<file path="src/hdl/axi_lite_pkg.sv">
`default_nettype none

package axi_lite_pkg;

    // --------------------------------------------------------------------------
    // Bus widths.
    // --------------------------------------------------------------------------
    localparam int ADDR_W = 32;
    localparam int DATA_W = 32;
    localparam int STRB_W = DATA_W / 8;

    // Unprivileged, secure, data access.
    localparam logic [2:0] AXI_PROT = 3'b000;

    // Response codes on B and R.
    localparam logic [1:0] RESP_OKAY   = 2'b00;
    localparam logic [1:0] RESP_EXOKAY = 2'b01;
    localparam logic [1:0] RESP_SLVERR = 2'b10;
    localparam logic [1:0] RESP_DECERR = 2'b11;

    // --------------------------------------------------------------------------
    // Channel bundles, split by driving side.
    // --------------------------------------------------------------------------

    // Write path, master to slave.
    typedef struct packed {
        logic              aw_valid;
        logic [ADDR_W-1:0] aw_addr;
        logic [2:0]        aw_prot;
        logic              w_valid;
        logic [DATA_W-1:0] w_data;
        logic [STRB_W-1:0] w_strb;
        logic              b_ready;
    } wr_m2s_t;

    // Write path, slave to master.
    typedef struct packed {
        logic       aw_ready;
        logic       w_ready;
        logic       b_valid;
        logic [1:0] b_resp;
    } wr_s2m_t;

    // Read path, master to slave.
    typedef struct packed {
        logic              ar_valid;
        logic [ADDR_W-1:0] ar_addr;
        logic [2:0]        ar_prot;
        logic              r_ready;
    } rd_m2s_t;

    // Read path, slave to master.
    typedef struct packed {
        logic              ar_ready;
        logic              r_valid;
        logic [DATA_W-1:0] r_data;
        logic [1:0]        r_resp;
    } rd_s2m_t;

endpackage

`default_nettype wire
</file>
<file path="src/hdl/mst_ctrl_pkg.sv">
`default_nettype none

package mst_ctrl_pkg;

    // --------------------------------------------------------------------------
    // Handshake watchdog.
    // --------------------------------------------------------------------------

    // Counter wide enough to hold the limit itself.
    localparam int                 TIMER_W        = 6;
    localparam logic [TIMER_W-1:0] TIMEOUT_CYCLES = TIMER_W'(32);

    // --------------------------------------------------------------------------
    // User side of the master.
    // --------------------------------------------------------------------------

    // Single-beat write command.
    typedef struct packed {
        logic [axi_lite_pkg::ADDR_W-1:0] addr;
        logic [axi_lite_pkg::DATA_W-1:0] data;
    } wr_req_t;

    // Single-beat read command.
    typedef struct packed {
        logic [axi_lite_pkg::ADDR_W-1:0] addr;
    } rd_req_t;

    // Completion report, valid while done is high.
    typedef struct packed {
        logic done;
        logic fault;
        logic timed_out;
    } cmd_status_t;

endpackage

`default_nettype wire

</file>
<file path="src/hdl/axi_lite_master.sv">
`default_nettype none

module axi_lite_master (
    // Clock and reset.
    input  logic                            clk,
    input  logic                            arstn,

    // Write command and report.
    input  logic                            i_start_write,
    input  mst_ctrl_pkg::wr_req_t           i_wr_req,
    output mst_ctrl_pkg::cmd_status_t       o_wr_status,

    // Read command and report.
    input  logic                            i_start_read,
    input  mst_ctrl_pkg::rd_req_t           i_rd_req,
    output mst_ctrl_pkg::cmd_status_t       o_rd_status,
    output logic [axi_lite_pkg::DATA_W-1:0] o_rd_data,

    // AXI4-Lite bus.
    input  axi_lite_pkg::wr_s2m_t           i_wr_s2m,
    output axi_lite_pkg::wr_m2s_t           o_wr_m2s,
    input  axi_lite_pkg::rd_s2m_t           i_rd_s2m,
    output axi_lite_pkg::rd_m2s_t           o_rd_m2s
);

    // Write and read paths run independently.
    axi_lite_master_write axi_lite_master_write_inst (
        .clk           (clk),
        .arstn         (arstn),
        .i_start_write (i_start_write),
        .i_wr_req      (i_wr_req),
        .o_wr_status   (o_wr_status),
        .i_wr_s2m      (i_wr_s2m),
        .o_wr_m2s      (o_wr_m2s)
    );

    axi_lite_master_read axi_lite_master_read_inst (
        .clk          (clk),
        .arstn        (arstn),
        .i_start_read (i_start_read),
        .i_rd_req     (i_rd_req),
        .o_rd_status  (o_rd_status),
        .o_rd_data    (o_rd_data),
        .i_rd_s2m     (i_rd_s2m),
        .o_rd_m2s     (o_rd_m2s)
    );

endmodule

`default_nettype wire

</file>
<file path="src/hdl/axi_lite_master_read.sv">
`default_nettype none

module axi_lite_master_read (
    // Clock and reset.
    input  logic                            clk,
    input  logic                            arstn,

    // User side.
    input  logic                            i_start_read,
    input  mst_ctrl_pkg::rd_req_t           i_rd_req,
    output mst_ctrl_pkg::cmd_status_t       o_rd_status,
    output logic [axi_lite_pkg::DATA_W-1:0] o_rd_data,

    // AXI4-Lite AR and R channels.
    input  axi_lite_pkg::rd_s2m_t           i_rd_s2m,
    output axi_lite_pkg::rd_m2s_t           o_rd_m2s
);

    typedef enum logic [1:0] {
        IDLE = 2'b00,
        ADDR = 2'b01,
        DATA = 2'b10
    } state_t;

    state_t                          state;
    state_t                          state_next;
    logic [axi_lite_pkg::ADDR_W-1:0] addr_q;
    logic                            ar_xfer;
    logic                            r_xfer;
    logic                            expired;
    logic                            abort;
    logic                            timeout_q;

    assign ar_xfer = (state == ADDR) & i_rd_s2m.ar_ready;
    assign r_xfer  = (state == DATA) & i_rd_s2m.r_valid;
    assign abort   = expired & (state != IDLE) & ~(ar_xfer | r_xfer);

    // --------------------------------------------------------------------------
    // FSM.
    // --------------------------------------------------------------------------
    always_ff @(posedge clk or negedge arstn) begin
        if (!arstn) begin
            state <= IDLE;
        end else begin
            state <= state_next;
        end
    end

    always_comb begin
        state_next = state;
        case (state)
            IDLE: if (i_start_read) state_next = ADDR;
            ADDR: if (ar_xfer) state_next = DATA;
            DATA: if (r_xfer) state_next = IDLE;
            default: state_next = IDLE;
        endcase
        if (abort) begin
            state_next = IDLE;
        end
    end

    // Address held stable while AR waits.
    always_ff @(posedge clk) begin
        if ((state == IDLE) && i_start_read) begin
            addr_q <= i_rd_req.addr;
        end
    end

    // Read data kept until the next R transfer.
    always_ff @(posedge clk or negedge arstn) begin
        if (!arstn) begin
            o_rd_data <= '0;
            timeout_q <= 1'b0;
        end else begin
            timeout_q <= abort;
            if (r_xfer) begin
                o_rd_data <= i_rd_s2m.r_data;
            end
        end
    end

    wait_timer wait_timer_inst (
        .clk       (clk),
        .arstn     (arstn),
        .i_run     (state != IDLE),
        .i_clear   (state_next != state),
        .o_expired (expired)
    );

    // --------------------------------------------------------------------------
    // Outputs.
    // --------------------------------------------------------------------------
    assign o_rd_m2s.ar_valid = (state == ADDR);
    assign o_rd_m2s.ar_addr  = addr_q;
    assign o_rd_m2s.ar_prot  = axi_lite_pkg::AXI_PROT;
    // R accepted only once AR has gone.
    assign o_rd_m2s.r_ready  = (state == DATA);

    assign o_rd_status.done      = r_xfer | timeout_q;
    assign o_rd_status.fault     = (r_xfer & i_rd_s2m.r_resp[1]) | timeout_q;
    assign o_rd_status.timed_out = timeout_q;

endmodule

`default_nettype wire

</file>
<file path="src/hdl/axi_lite_master_write.sv">
`default_nettype none

module axi_lite_master_write (
    // Clock and reset.
    input  logic                      clk,
    input  logic                      arstn,

    // User side.
    input  logic                      i_start_write,
    input  mst_ctrl_pkg::wr_req_t     i_wr_req,
    output mst_ctrl_pkg::cmd_status_t o_wr_status,

    // AXI4-Lite AW, W and B channels.
    input  axi_lite_pkg::wr_s2m_t     i_wr_s2m,
    output axi_lite_pkg::wr_m2s_t     o_wr_m2s
);

    // One state per channel handshake.
    typedef enum logic [1:0] {
        IDLE = 2'b00,
        ADDR = 2'b01,
        DATA = 2'b10,
        RESP = 2'b11
    } state_t;

    state_t                          state;
    state_t                          state_next;
    logic [axi_lite_pkg::ADDR_W-1:0] addr_q;
    logic [axi_lite_pkg::DATA_W-1:0] data_q;
    logic                            aw_xfer;
    logic                            w_xfer;
    logic                            b_xfer;
    logic                            expired;
    logic                            abort;
    logic                            timeout_q;

    // Transfers, qualified by the state that owns the valid or ready.
    assign aw_xfer = (state == ADDR) & i_wr_s2m.aw_ready;
    assign w_xfer  = (state == DATA) & i_wr_s2m.w_ready;
    assign b_xfer  = (state == RESP) & i_wr_s2m.b_valid;

    // Watchdog fired and no transfer rescued it this cycle.
    assign abort = expired & (state != IDLE) & ~(aw_xfer | w_xfer | b_xfer);

    // --------------------------------------------------------------------------
    // FSM.
    // --------------------------------------------------------------------------
    always_ff @(posedge clk or negedge arstn) begin
        if (!arstn) begin
            state <= IDLE;
        end else begin
            state <= state_next;
        end
    end

    always_comb begin
        state_next = state;
        case (state)
            IDLE: if (i_start_write) state_next = ADDR;
            ADDR: if (aw_xfer) state_next = DATA;
            DATA: if (w_xfer) state_next = RESP;
            RESP: if (b_xfer) state_next = IDLE;
            default: state_next = IDLE;
        endcase
        // Any stuck handshake drops back to idle.
        if (abort) begin
            state_next = IDLE;
        end
    end

    // Command latched once, held for all three phases.
    always_ff @(posedge clk) begin
        if ((state == IDLE) && i_start_write) begin
            addr_q <= i_wr_req.addr;
            data_q <= i_wr_req.data;
        end
    end

    // Timeout report, one cycle after the abort.
    always_ff @(posedge clk or negedge arstn) begin
        if (!arstn) begin
            timeout_q <= 1'b0;
        end else begin
            timeout_q <= abort;
        end
    end

    // Per-state wait counter.
    wait_timer wait_timer_inst (
        .clk       (clk),
        .arstn     (arstn),
        .i_run     (state != IDLE),
        .i_clear   (state_next != state),
        .o_expired (expired)
    );

    // --------------------------------------------------------------------------
    // Outputs.
    // --------------------------------------------------------------------------
    assign o_wr_m2s.aw_valid = (state == ADDR);
    assign o_wr_m2s.aw_addr  = addr_q;
    assign o_wr_m2s.aw_prot  = axi_lite_pkg::AXI_PROT;
    // W only after the AW transfer.
    assign o_wr_m2s.w_valid  = (state == DATA);
    assign o_wr_m2s.w_data   = data_q;
    assign o_wr_m2s.w_strb   = '1;
    assign o_wr_m2s.b_ready  = (state == RESP);

    // SLVERR and DECERR both carry bit 1.
    assign o_wr_status.done      = b_xfer | timeout_q;
    assign o_wr_status.fault     = (b_xfer & i_wr_s2m.b_resp[1]) | timeout_q;
    assign o_wr_status.timed_out = timeout_q;

endmodule

`default_nettype wire

</file>
<file path="src/hdl/wait_timer.sv">
`default_nettype none

module wait_timer (
    // Clock and reset.
    input  logic clk,
    input  logic arstn,

    // Engine control.
    input  logic i_run,
    input  logic i_clear,

    // Limit reached.
    output logic o_expired
);

    // Cycles spent in the current handshake state.
    logic [mst_ctrl_pkg::TIMER_W-1:0] count;

    // --------------------------------------------------------------------------
    // Saturating up-counter.
    // --------------------------------------------------------------------------
    always_ff @(posedge clk or negedge arstn) begin
        if (!arstn) begin
            count <= '0;
        end else if (i_clear) begin
            // New state, new wait.
            count <= '0;
        end else if (i_run && (count != mst_ctrl_pkg::TIMEOUT_CYCLES)) begin
            count <= count + 1'b1;
        end
    end

    // Stays high until the engine leaves the state.
    assign o_expired = (count == mst_ctrl_pkg::TIMEOUT_CYCLES);

endmodule

`default_nettype wire

</file>
<file path="config.mk">
export PLATFORM = sky130hd
export DESIGN_NAME = axi_lite_master
export DESIGN_NICKNAME = d
export VERILOG_FILES = /design/src/hdl/axi_lite_pkg.sv /design/src/hdl/mst_ctrl_pkg.sv /design/src/hdl/axi_lite_master.sv /design/src/hdl/axi_lite_master_read.sv /design/src/hdl/axi_lite_master_write.sv /design/src/hdl/wait_timer.sv
export SDC_FILE = /design/constraint.sdc
export NUM_CORES = 1
export LEC_CHECK = 0
export ABC_AREA = 1
export BUFFER_PORTS_ARGS = -buffer_cell sky130_fd_sc_hd__buf_4
export CAP_MARGIN = 10
export CORE_MARGIN = 8
export CORE_UTILIZATION = 38
export DETAILED_ROUTE_END_ITERATION = 12
export PLACE_DENSITY = 0.7
export RECOVER_POWER = 50
export REMOVE_ABC_BUFFERS = 1
export SYNTH_ARGS = -nofsm -noshare
export SYNTH_HDL_FRONTEND = slang
export SYNTH_HIERARCHICAL = 1
export SYNTH_SLANG_ARGS = --single-unit
</file>
<file path="constraint.sdc">
create_clock -name clk -period 2.2 [get_ports clk]
set_clock_uncertainty 0.05 [all_clocks]
set_input_delay 0.44 -clock clk [delete_from_list [all_inputs] [get_ports clk]]
set_output_delay 0.44 -clock clk [all_outputs]
set_load 0.02 [all_outputs]
</file>
# --- Yosys cells after proc, flatten, opt, wreduce, memory -nomap -nowiden ---
# Cells that the tools add are included.
op_classes:
  n_mul: 0
  bitwise_logic: 20
  eq_ne: 11
  div_mod_pow: 0
  muxes: 15
  magnitude_cmp: 0
  addsub: 2
  reduce_logical: 10
  shifts: 0
ops:
  columns: ["op", "n"]
  rows:
  - ["$mux 6", 4]
  - ["$mux 2", 9]
  - ["$add 6x1->6 const B", 2]
  - ["$eq 6x6->1 const B", 2]
  - ["$ne 6x6->1 const B", 2]
  - ["$and 1x1->1", 11]
  - ["$pmux 2 s4", 1]
  - ["$reduce_bool 2->1", 4]
  - ["$or 1x1->1", 7]
  - ["$eq 2x2->1 const B", 3]
  - ["$pmux 2 s3", 1]
  - ["$eq 2x1->1 const B", 2]
  - ["$logic_and 1x1->1", 4]
  - ["$logic_not 2->1", 2]
  - ["$ne 2x2->1", 2]
  - ["$not 1->1", 2]
totals:
  in_bits: 141
  n_memories: 0
  reg_bits: 146
  ram_bits: 0
  romBits: 0
  word_cells: 68
  latchBits: 0

# --- Longest topological paths before layout ---
# Gate-level depths: netlist (run 1).
depth:
  word_depth: 9
  depth_mapped: 13
  mapped_depth_nobuf: 13

# --- Hierarchy ---
# The synthesis (run 1) kept the hierarchy.
by_module_without_submodules:
  columns: ["mod", "area_each_um2", "seq_area_each_um2", "n_inst", "cells_per_inst"]
  rows:
  - ["axi_lite_master_read", 2509.9, 1836.8, 1, 206]
  - ["axi_lite_master_write", 2308.5, 1996.9, 1, 117]
  - ["wait_timer", 387.9, 150.1, 2, 47]

# --- Worst setup path after synthesis (run 1) ---
# Ideal clock, no wire load.
synth_timing:
  kind: "register -> register"
  from: "reg axi_lite_master_write_inst.state[1]"
  to: "reg axi_lite_master_write_inst/addr_q[0] in the netlist's numbering (enable)"
  synth_period_minus_slack_ns: 2.428
  slack_ns: -0.228
  n_path_buf: 1
  path_stages_with_launch: 5
  arrival_time_ns: 1.960
  setup_time_ns: 0.418
  path_cell_list: "dfrtp_1 -> buf_6 -> nor2_4 -> nand2_1 -> inv_1"
synth_between:
  elab_chain_len: 2
synth_lines:
  columns: ["item", "line_no", "text"]
  rows:
  - ["start: declaration", "axi_lite_master_write.sv:26", "state_t state;"]
  - ["start signal: assignment", "axi_lite_master_write.sv:52", "state <= state_next;"]
  - ["$logic_not 2->1", "axi_lite_master_write.sv:73", "if ((state == IDLE) && i_start_write) begin"]
  - ["$logic_and 1x1->1", "axi_lite_master_write.sv:73", null]
  - ["end signal: assignment", "axi_lite_master_write.sv:74", "addr_q <= i_wr_req.addr;"]
  - ["end: declaration", "axi_lite_master_write.sv:28", "logic [axi_lite_pkg::ADDR_W-1:0] addr_q;"]
# No other way between the ends.
# A chain may end at the register's enable or synchronous reset.

==> results of run 1 <==
==> through the flow <==
step	worst slack (ns)	power (mW)
floorplan	-0.302	6.04
global placement	0.318	7.61
detailed placement	0.256	7.71
CTS	0.0485	10.6
global route	0.00461	10.9
finish	0.118	10.3
==> where the power goes <==
part	internal [mW]	switching [mW]	total, mW
clock network	1.68	1.16	2.83
logic	1.30	2.12	3.42
registers	3.70	0.384	4.09
==> worst max-delay path: stages (launching register included) <==
cell and delay [ns]:
dfrtp_1 0.60, nand3_2 0.20, nand2_1 0.12, o21a_1 0.13, buf_4 0.13
==> cell usage in the layout, fill, tap and decap left out <==
cell type,netlist,final
xor2_1,2,2
inv_6,0,3
bufinv_8,2,2
dfrtp_2,0,1
bufinv_16,0,2
nor3_2,2,2
nor2_1,5,5
clkbuf_2,0,2
nor2_2,2,2
a21oi_1,5,5
inv_4,2,2
clkinv_4,0,3
clkbuf_1,0,34
buf_4,17,149
buf_12,0,1
o21ai_0,2,2
clkbuf_16,0,17
inv_2,4,4
clkinv_1,0,3
conb_1,3,10
o21ai_1,2,2
nand2_1,104,104
nor2_4,9,9
ha_1,4,4
nand3_1,47,49
clkbuf_4,0,96
nand4_2,2,2
inv_1,31,31
edfxtp_1,96,96
o21a_1,2,2
nand2_2,6,6
dfrtp_1,50,49
inv_8,0,1
clkinvlp_4,0,3
o21ai_2,1,1
nand3_2,5,4
nand4_1,4,4
diode_2,0,1
==> area by class of cell <==
class | instances | area (um^2)
timing repair buffer | 282 | 2000
clock buffer | 17 | 425
sequential | 146 | 4140
multi-input combinational | 215 | 1090
inverter | 39 | 179
tap | 184 | 230
antenna | 1 | 2.50
clock inverter | 15 | 158
fill | 1177 | 6260
==> registers in the layout, indices dropped and copies added (netlist names) <==
name and flops:
axi_lite_master_read_inst/addr_q 32, axi_lite_master_read_inst/o_rd_data 32, axi_lite_master_read_inst/state 2, axi_lite_master_read_inst/timeout_q 1, axi_lite_master_read_inst/wait_timer_inst/count 6, axi_lite_master_write_inst/addr_q 32
axi_lite_master_write_inst/data_q 32, axi_lite_master_write_inst/state 2, axi_lite_master_write_inst/timeout_q 1, axi_lite_master_write_inst/wait_timer_inst/count 6
==> final timing paths <==
check / slack (ns) / startpoint / endpoint
min in group asynchronous: 0.23 / arstn / axi_lite_master_read_inst/o_rd_data[17]
max: 0.12 / axi_lite_master_write_inst/state[0] / o_wr_status[1]
min: 0.16 / i_wr_req[24] / axi_lite_master_write_inst/data_q[24]
max reg2reg: 0.25 / flip-flop / flip-flop
min reg2reg: 0.44 / axi_lite_master_read_inst/o_rd_data[8] / axi_lite_master_read_inst/o_rd_data[8]
max in group asynchronous: 1.04 / arstn / axi_lite_master_write_inst/state[1]
==> cell families (layout without fill, tap and decap cells) <==
group / after synthesis / after routing / share of synthesized area
buf+inv: 63 / 353 / 0.0678
other cells: 3 / 11 / 0.00201
fa+ha+maj: 4 / 4 / 0.00895
xor+xnor: 2 / 2 / 0.00313
simple gates: 187 / 187 / 0.167
compound gates: 12 / 12 / 0.0123
flops: 146 / 146 / 0.739
==> routing by layer <==
layer | vias to the layer above | part of all wire
met5 | - | 0.00078
met4 | 2 | 0.024
met3 | 28 | 0.11
met2 | 200 | 0.49
met1 | 1995 | 0.38
li1 | 1946 | -
==> results.py, run 1 <==
metrics = {
    "detailed_routing": {
        "routedWlPerCell_um": 18.5,
        "avgViaCountPerCell": 4.64,
        "drtIter0Drc": 257,
        "drt-pass1-iter-count": 4,
        "drc_errors": 0,
        "final_antenna_net_count": 0,
        "routed-via-count": 4171,
        "drt_wl_total_mm": 16.7,
    },
    "synthesis": {
        "seq_area_frac_synth": 0.739,
        "ys_warn_count": 6,
        "synth_commonest_cells": "104 x nand2_1, 96 x edfxtp_1, 50 x dfrtp_1",
        "synth_top_area_frac": 0.515,
        "yosys.cell_types.count": 28,
        "syn_inst": 417,
        "post-synth-top-count-cell": "nand2_1",
        "synthesis.area_mm2": 0.00559,
        "synth-seq-cells": 146,
        "synth_area_leaders": "edfxtp_1 52%, dfrtp_1 22%, nand2_1 7.0%",
        "ys.flop_type": "edfxtp_1",
        "syn_area_per_cell_um2": 13.4,
        "async_flop_share": 0.342,
        "synth_enable_flop_cells": 96,
        "yosysTopAreaCell": "edfxtp_1",
    },
    "cts": {
        "cts_root_buf": "clkbuf_16",
        "cts.path.max_buffers": 2,
        "clk_latency_ns": 0.41,
        "cts_hold_buf": 0,
        "clkSinkCount": 146,
        "cts_tree": "done",
        "ctsResizeCount": 0,
        "htree_num_levels": 4,
        "clkTransAtPathRegs_ns": 0.06,
        "cts_buffers": 17,
        "cts_setup_buffers": 0,
    },
    "power_and_ir_drop": {
        "leakage_nw": 3.81,
        "power_density_mw_per_mm2": 1260,
        "vdd_drop_max_mv": 0.615,
    },
    "setup_path": {
        "critical_path_class": "flip-flop to output port",
        "cp-end-kind": "output port",
        "path_max_fanout": 8,
        "cp.required_ns": 1.71,
        "start_kind": "flip-flop",
        "worstPathArrival_ns": 1.59,
        "reg2regPathDepth": 12,
    },
    "global_routing": {
        "grtUsageMet2": 0.282,
        "gr-usage-met3": 0.0744,
        "grtUsageMet1": 0.190,
        "gr-usage-all-layers": 0.172,
        "grt_overflow": 0,
        "grt_pass1_wl_mm": 24.1,
        "grt_pass1_vias": 4306,
        "top_usage_layer": "met2",
        "grt_max_degree": 51,
        "antenna_found_initial": 1,
    },
    "finish": {
        "utilization": 0.567,
        "final_cells": 899,
        "syn2layout_area_growth_pct": 46.9,
        "nNetsFinal": 846,
        "finalInstanceArea_mm2": 0.00822,
        "drive_gt1_frac": 0.437,
    },
    "job": {
        "drv_cap": 0,
    },
    "timing": {
        "finalCritPeriodShare": 0.946,
        "fin_tns_setup_ns": 0,
        "maxSlewHeadroom": 0.169,
        "drv_slew": 0,
        "setup_violations": 0,
        "whs_ns": 0.163,
        "rsz0062_at_grt": "false",
        "fmax_mhz": 480,
        "hold_viol": 0,
        "worstMarginPinSlew_ns": 1.25,
        "min_period_ns": 2.08,
    },
    "die": {
        "die_w_um": 137,
        "rows": 44,
        "core_region_area_mm2": 0.0145,
        "start_util": 0.386,
        "die_area_mm2": 0.0189,
        "die_y_um": 137,
        "pin_count": 290,
    },
    "worst_hold_path": {
        "worst_hold_path_type": "primary input to flip-flop",
        "hold_depth": 1,
    },
    "place": {
        "place_inst": 866,
        "post_dp_cell_area_mm2": 0.00778,
        "port-buffer-count": 277,
        "routabilityCongestion": 0.821,
        "dpl.hpwl_mm": 13.1,
    },
    "run_status": {
        "outcome": "finished clean",
    },
}
(Power assumes the default switching activity.)
==> run 2, diff against run 1 <==
--- a/config.mk
+++ b/config.mk
@@ -8,10 +8,11 @@
 export ABC_AREA = 1
 export BUFFER_PORTS_ARGS = -buffer_cell sky130_fd_sc_hd__buf_4
 export CAP_MARGIN = 10
+export CORE_ASPECT_RATIO = 0.8
 export CORE_MARGIN = 8
 export CORE_UTILIZATION = 38
 export DETAILED_ROUTE_END_ITERATION = 12
-export PLACE_DENSITY = 0.7
+export PLACE_DENSITY = 0.67
 export RECOVER_POWER = 50
 export REMOVE_ABC_BUFFERS = 1
 export SYNTH_ARGS = -nofsm -noshare
==> constraint.sdc (replaced) <==
create_clock -name clk -period 2.3 [get_ports clk]
set_clock_uncertainty 0.05 [all_clocks]
set_input_delay 0.46 -clock clk [delete_from_list [all_inputs] [get_ports clk]]
set_output_delay 0.46 -clock clk [all_outputs]
set_load 0.02 [all_outputs]
==> run 2 against run 1 <==
Setup slack improved by 0.040 ns. Cell area about the same. Global-route usage increased by 0.097 points. Sequential power decreased by 4%. Combinational power decreased by 4%. Die area increased by 0.13%. Critical path depth unchanged. Worst hold slack improved by 0.024 ns. Sequential share of layout area about the same. Critical path type unchanged.
==> results.py, run 2 (synthesized netlist as in run 1, its figures left out) <==
metrics = {
    "detailed_routing": {
        "drc_errors": 0,
        "met1_length_mm": 5.93,
        "routed-via-count": 4089,
        "drt-pass1-iter-count": 5,
        "drt_wl_total_mm": 16.5,
        "topRoutingLayerUsed": "met5",
        "drtIter0Drc": 199,
        "wl_met3_mm": 2.11,
        "routedWlPerCell_um": 18.4,
        "final_antenna_net_count": 0,
        "wl_met2_mm": 8.18,
        "avgViaCountPerCell": 4.56,
    },
    "global_routing": {
        "grt_pass1_wl_mm": 24.5,
        "grt_max_degree": 65,
        "grt_pass1_vias": 4174,
        "antenna_found_initial": 1,
        "gr-usage-all-layers": 0.173,
        "grt_overflow": 0,
    },
    "timing": {
        "hold_viol": 0,
        "worstMarginPinSlew_ns": 1.27,
        "fmax_mhz": 467,
        "min_period_ns": 2.14,
        "rsz0062_at_grt": "false",
        "drv_slew": 0,
        "maxSlewHeadroom": 0.150,
        "whs_ns": 0.187,
        "finalCritPeriodShare": 0.931,
        "setup_violations": 0,
    },
    "finish": {
        "nFillCells": 1245,
        "final_cells": 897,
        "antenna_cells": 0,
        "nNetsFinal": 845,
        "drive_gt1_frac": 0.436,
        "final_cell_mix": "149 x buf_4, 104 x nand2_1, 96 x edfxtp_1, 96 x clkbuf_4, 50 x dfrtp_1",
        "syn2layout_area_growth_pct": 46.9,
        "final_common_cell": "buf_4",
    },
    "setup_path": {
        "cp-end-kind": "output port",
        "path_max_fanout": 9,
        "path_cells": "nand3_2 > nand2_1 > o21a_1 > buf_4",
        "slowest_stage": "dfrtp_1",
        "start_kind": "flip-flop",
        "cpPeakStageDelay_ns": 0.63,
        "cp.required_ns": 1.79,
        "critical_path_class": "flip-flop to output port",
        "worstPathArrival_ns": 1.63,
    },
    "cts": {
        "clkSinkCount": 146,
        "clk_latency_ns": 0.42,
        "cts.path.max_buffers": 2,
        "htree_num_levels": 4,
        "clkTransAtPathRegs_ns": 0.06,
        "cts_root_buf": "clkbuf_16",
        "ctsResizeCount": 0,
        "cts_buffers": 17,
        "cts_tree": "done",
        "cts_setup_buffers": 0,
        "cts_hold_buf": 0,
    },
    "die": {
        "rows": 39,
        "start_util": 0.390,
        "die_w_um": 152,
        "core_region_area_mm2": 0.0143,
        "pin_count": 290,
        "die_area_mm2": 0.0189,
        "die_y_um": 125,
    },
    "place": {
        "port-buffer-count": 277,
        "place_inst": 865,
        "dpl.hpwl_mm": 13.0,
        "routabilityCongestion": 0.849,
    },
    "worst_hold_path": {
        "worst_hold_path_type": "primary input to flip-flop",
    },
    "run_status": {
        "outcome": "finished clean",
    },
    "power_and_ir_drop": {
        "leakage_nw": 3.82,
        "power_density_mw_per_mm2": 1200,
        "vdd_drop_max_mv": 0.687,
        "finalPower_mw": 9.89,
    },
    "job": {
        "drv_cap": 0,
    },
}
## run 2: worst max-delay path, delay by kind of cell (launching register included)
kind                   cells  cell delay (ns)
and+or+nand+nor            2             0.32
buffers and inverters      1             0.14
DFF                        1             0.63
AOI/OAI and AO/OA          1             0.13
## run 2: path summary, 6_finish.rpt
check | startpoint | end | slack, ns | cells past startpoint
worst max-delay path | axi_lite_master_write_inst/state[1] | o_wr_status[1] | 0.16 | 4
worst min-delay path | i_wr_req[11] | axi_lite_master_write_inst/data_q[11] | 0.19 | 1
worst max register to register | flip-flop | flip-flop | 0.28 | 12
worst min register to register | axi_lite_master_read_inst/o_rd_data[1] | axi_lite_master_read_inst/o_rd_data[1] | 0.43 | 2
max in group asynchronous | arstn | axi_lite_master_read_inst/timeout_q | 1.16 | 1
min in group asynchronous | arstn | axi_lite_master_read_inst/o_rd_data[10] | 0.27 | 1
## run 2: through the flow
| step | utilization | setup WS (ns) | instance area, um^2 | setup TNS, ns |
|---|---|---|---|---|
| after floorplan | - | -0.202 | 5420 | -12.92 |
| final | 0.573 | 0.159 | 8220 | 0 |
| after global routing | 0.573 | 0.0295 | 8220 | 0 |
| after detailed placement | 0.542 | 0.303 | 7770 | 0 |
| after CTS | 0.583 | 0.110 | 8360 | 0 |
| after global placement | 0.542 | 0.405 | 7770 | 0 |
## run 2: final cells by class
class	instances	area, um^2	area share
tap	184	230	0.0280
timing repair buffer	281	1990	0.242
clock inverter	14	156	0.0190
inverter	39	179	0.0218
clock buffer	18	429	0.0522
sequential	146	4130	0.503
multi-input combinational	215	1100	0.134
## run 2: power by group
group	switching [mW]	internal, mW	total (mW)
Sequential	0.364	3.54	3.91
Combinational	2.03	1.24	3.27
Clock	1.10	1.62	2.71
## run 2: metal layers
| metal | vias to the layer above | global-route usage |
|---|---|---|
| met5 | - | 0 |
| met4 | 2 | 0.0593 |
| met3 | 20 | 0.0857 |
| met2 | 197 | 0.283 |
| met1 | 1916 | 0.189 |
| li1 | 1954 | - |
==> run 3, diff against run 2 <==
--- a/config.mk
+++ b/config.mk
@@ -12,6 +12,7 @@
 export CORE_MARGIN = 8
 export CORE_UTILIZATION = 38
 export DETAILED_ROUTE_END_ITERATION = 12
+export GPL_TIMING_DRIVEN = 1
 export PLACE_DENSITY = 0.67
 export RECOVER_POWER = 50
 export REMOVE_ABC_BUFFERS = 1
==> constraint.sdc (replaced) <==
create_clock -name clk -period 2.5 [get_ports clk]
set_clock_uncertainty 0.05 [all_clocks]
set_input_delay 0.5 -clock clk [delete_from_list [all_inputs] [get_ports clk]]
set_output_delay 0.5 -clock clk [all_outputs]
set_load 0.02 [all_outputs]
==> run 3 against run 2 <==
Cell area down 0.14%. Critical path type unchanged. Register-to-register slack improved by 0.07 ns. Largest cell class unchanged. Setup slack better by 0.17 ns.
==> results.py, run 3 (synthesized netlist as in run 1, its figures left out) <==
metrics = {
    "setup_path": {
        "cp.required_ns": 1.95,
        "start_kind": "flip-flop",
        "slowest_stage": "dfrtp_1",
        "path_cells": "inv_1 > nor2_4 > buf_4 > buf_4",
        "cp-end-kind": "output port",
        "cpPeakStageDelay_ns": 0.41,
        "worstPathArrival_ns": 1.62,
        "startpoint": "axi_lite_master_read_inst/state[1]",
        "cpMostUsedCell": "buf_4",
        "critical_path_class": "flip-flop to output port",
        "path_max_fanout": 33,
    },
    "power_and_ir_drop": {
        "leakage_nw": 3.81,
        "power_density_mw_per_mm2": 1100,
        "vdd_drop_max_mv": 0.766,
        "finalPower_mw": 9.06,
    },
    "detailed_routing": {
        "drt_wl_total_mm": 16.8,
        "final_antenna_net_count": 0,
        "drt-pass1-iter-count": 4,
        "routedWlPerCell_um": 18.7,
        "met1_length_mm": 6.01,
        "drc_errors": 0,
        "wl_met3_mm": 2.03,
        "drtIter0Drc": 285,
        "topRoutingLayerUsed": "met5",
        "wl_met2_mm": 8.52,
        "avgViaCountPerCell": 4.62,
        "routed-via-count": 4136,
    },
    "finish": {
        "final_cell_mix": "150 x buf_4, 104 x nand2_1, 96 x edfxtp_1, 96 x clkbuf_4, 50 x dfrtp_1",
        "utilization": 0.572,
        "final_common_cell": "buf_4",
        "nNetsFinal": 846,
        "final_cells": 896,
        "drive_gt1_frac": 0.435,
        "finalInstanceArea_mm2": 0.00821,
        "antenna_cells": 0,
        "syn2layout_area_growth_pct": 46.7,
    },
    "cts": {
        "cts_hold_buf": 0,
        "cts_tree": "done",
        "cts_setup_buffers": 0,
        "clkSinkCount": 146,
        "clkTransAtPathRegs_ns": 0.06,
        "cts.path.max_buffers": 2,
        "ctsResizeCount": 0,
        "cts_root_buf": "clkbuf_16",
        "cts_buffers": 17,
        "clk_latency_ns": 0.41,
        "htree_num_levels": 4,
    },
    "place": {
        "dpl.hpwl_mm": 13.2,
        "post_dp_cell_area_mm2": 0.00779,
        "dp_slack_ns": 0.507,
        "place_inst": 866,
        "routabilityCongestion": 0.853,
        "port-buffer-count": 277,
    },
    "die": {
        "start_util": 0.390,
        "pin_count": 290,
        "core_region_area_mm2": 0.0143,
        "rows": 39,
        "die_y_um": 125,
        "die_w_um": 152,
        "die_area_mm2": 0.0189,
    },
    "timing": {
        "finalCritPeriodShare": 0.869,
        "maxSlewHeadroom": 0.158,
        "fmax_mhz": 460,
        "setup_violations": 0,
        "drv_slew": 0,
        "whs_ns": 0.232,
        "worstMarginPinSlew_ns": 1.26,
        "rsz0062_at_grt": "false",
        "hold_viol": 0,
        "fin_tns_setup_ns": 0,
        "min_period_ns": 2.17,
        "setup_slack_ns": 0.326,
    },
    "worst_hold_path": {
        "worst_hold_path_type": "primary input to flip-flop",
        "hold_start": "i_wr_req[31]",
    },
    "run_status": {
        "outcome": "finished clean",
    },
    "global_routing": {
        "grt_pass1_wl_mm": 25.1,
        "grt_pass1_vias": 4321,
        "gr-usage-all-layers": 0.176,
        "antenna_found_initial": 1,
        "grt_overflow": 0,
        "grt_max_degree": 51,
    },
    "job": {
        "drv_cap": 0,
    },
}
run 3: per-layer routing:
metal | up-vias | GRT usage
li1 | 1944 | -
met1 | 1982 | 0.189
met2 | 192 | 0.305
met3 | 16 | 0.0744
met4 | 2 | 0.0587
met5 | - | 0
run 3: cell type report:
type,count,area (um^2)
clock buffer,18,429
multi-input combinational,215,1080
timing repair buffer,282,2020
fill,1238,6140
clock inverter,12,135
inverter,39,179
tap,184,230
sequential,146,4130
run 3: worst paths after layout:
path,end,slack [ns],depth (start not counted)
setup / recovery,o_rd_m2s[0],0.33,4
hold / removal,axi_lite_master_write_inst/data_q[31],0.23,1
setup reg to reg,flip-flop,0.35,12
hold reg to reg,axi_lite_master_read_inst/o_rd_data[24],0.43,2
max in group asynchronous,axi_lite_master_read_inst/o_rd_data[8],1.33,1
min in group asynchronous,axi_lite_master_read_inst/o_rd_data[21],0.29,1
run 3: where the power goes:
part | internal (mW) | leakage [nW] | switching [mW]
clock | 1.46 | 0.265 | 0.986
sequential | 3.26 | 1.54 | 0.331
combinational | 1.16 | 2.01 | 1.87
total | 5.88 | 3.81 | 3.18
run 3: worst max-delay path, delay by kind of cell, from the launching register on:
family / cells / cell delay (ns)
AND/OR/NAND/NOR: 1 / 0.11
flip-flops: 1 / 0.41
buffers and inverters: 3 / 0.68
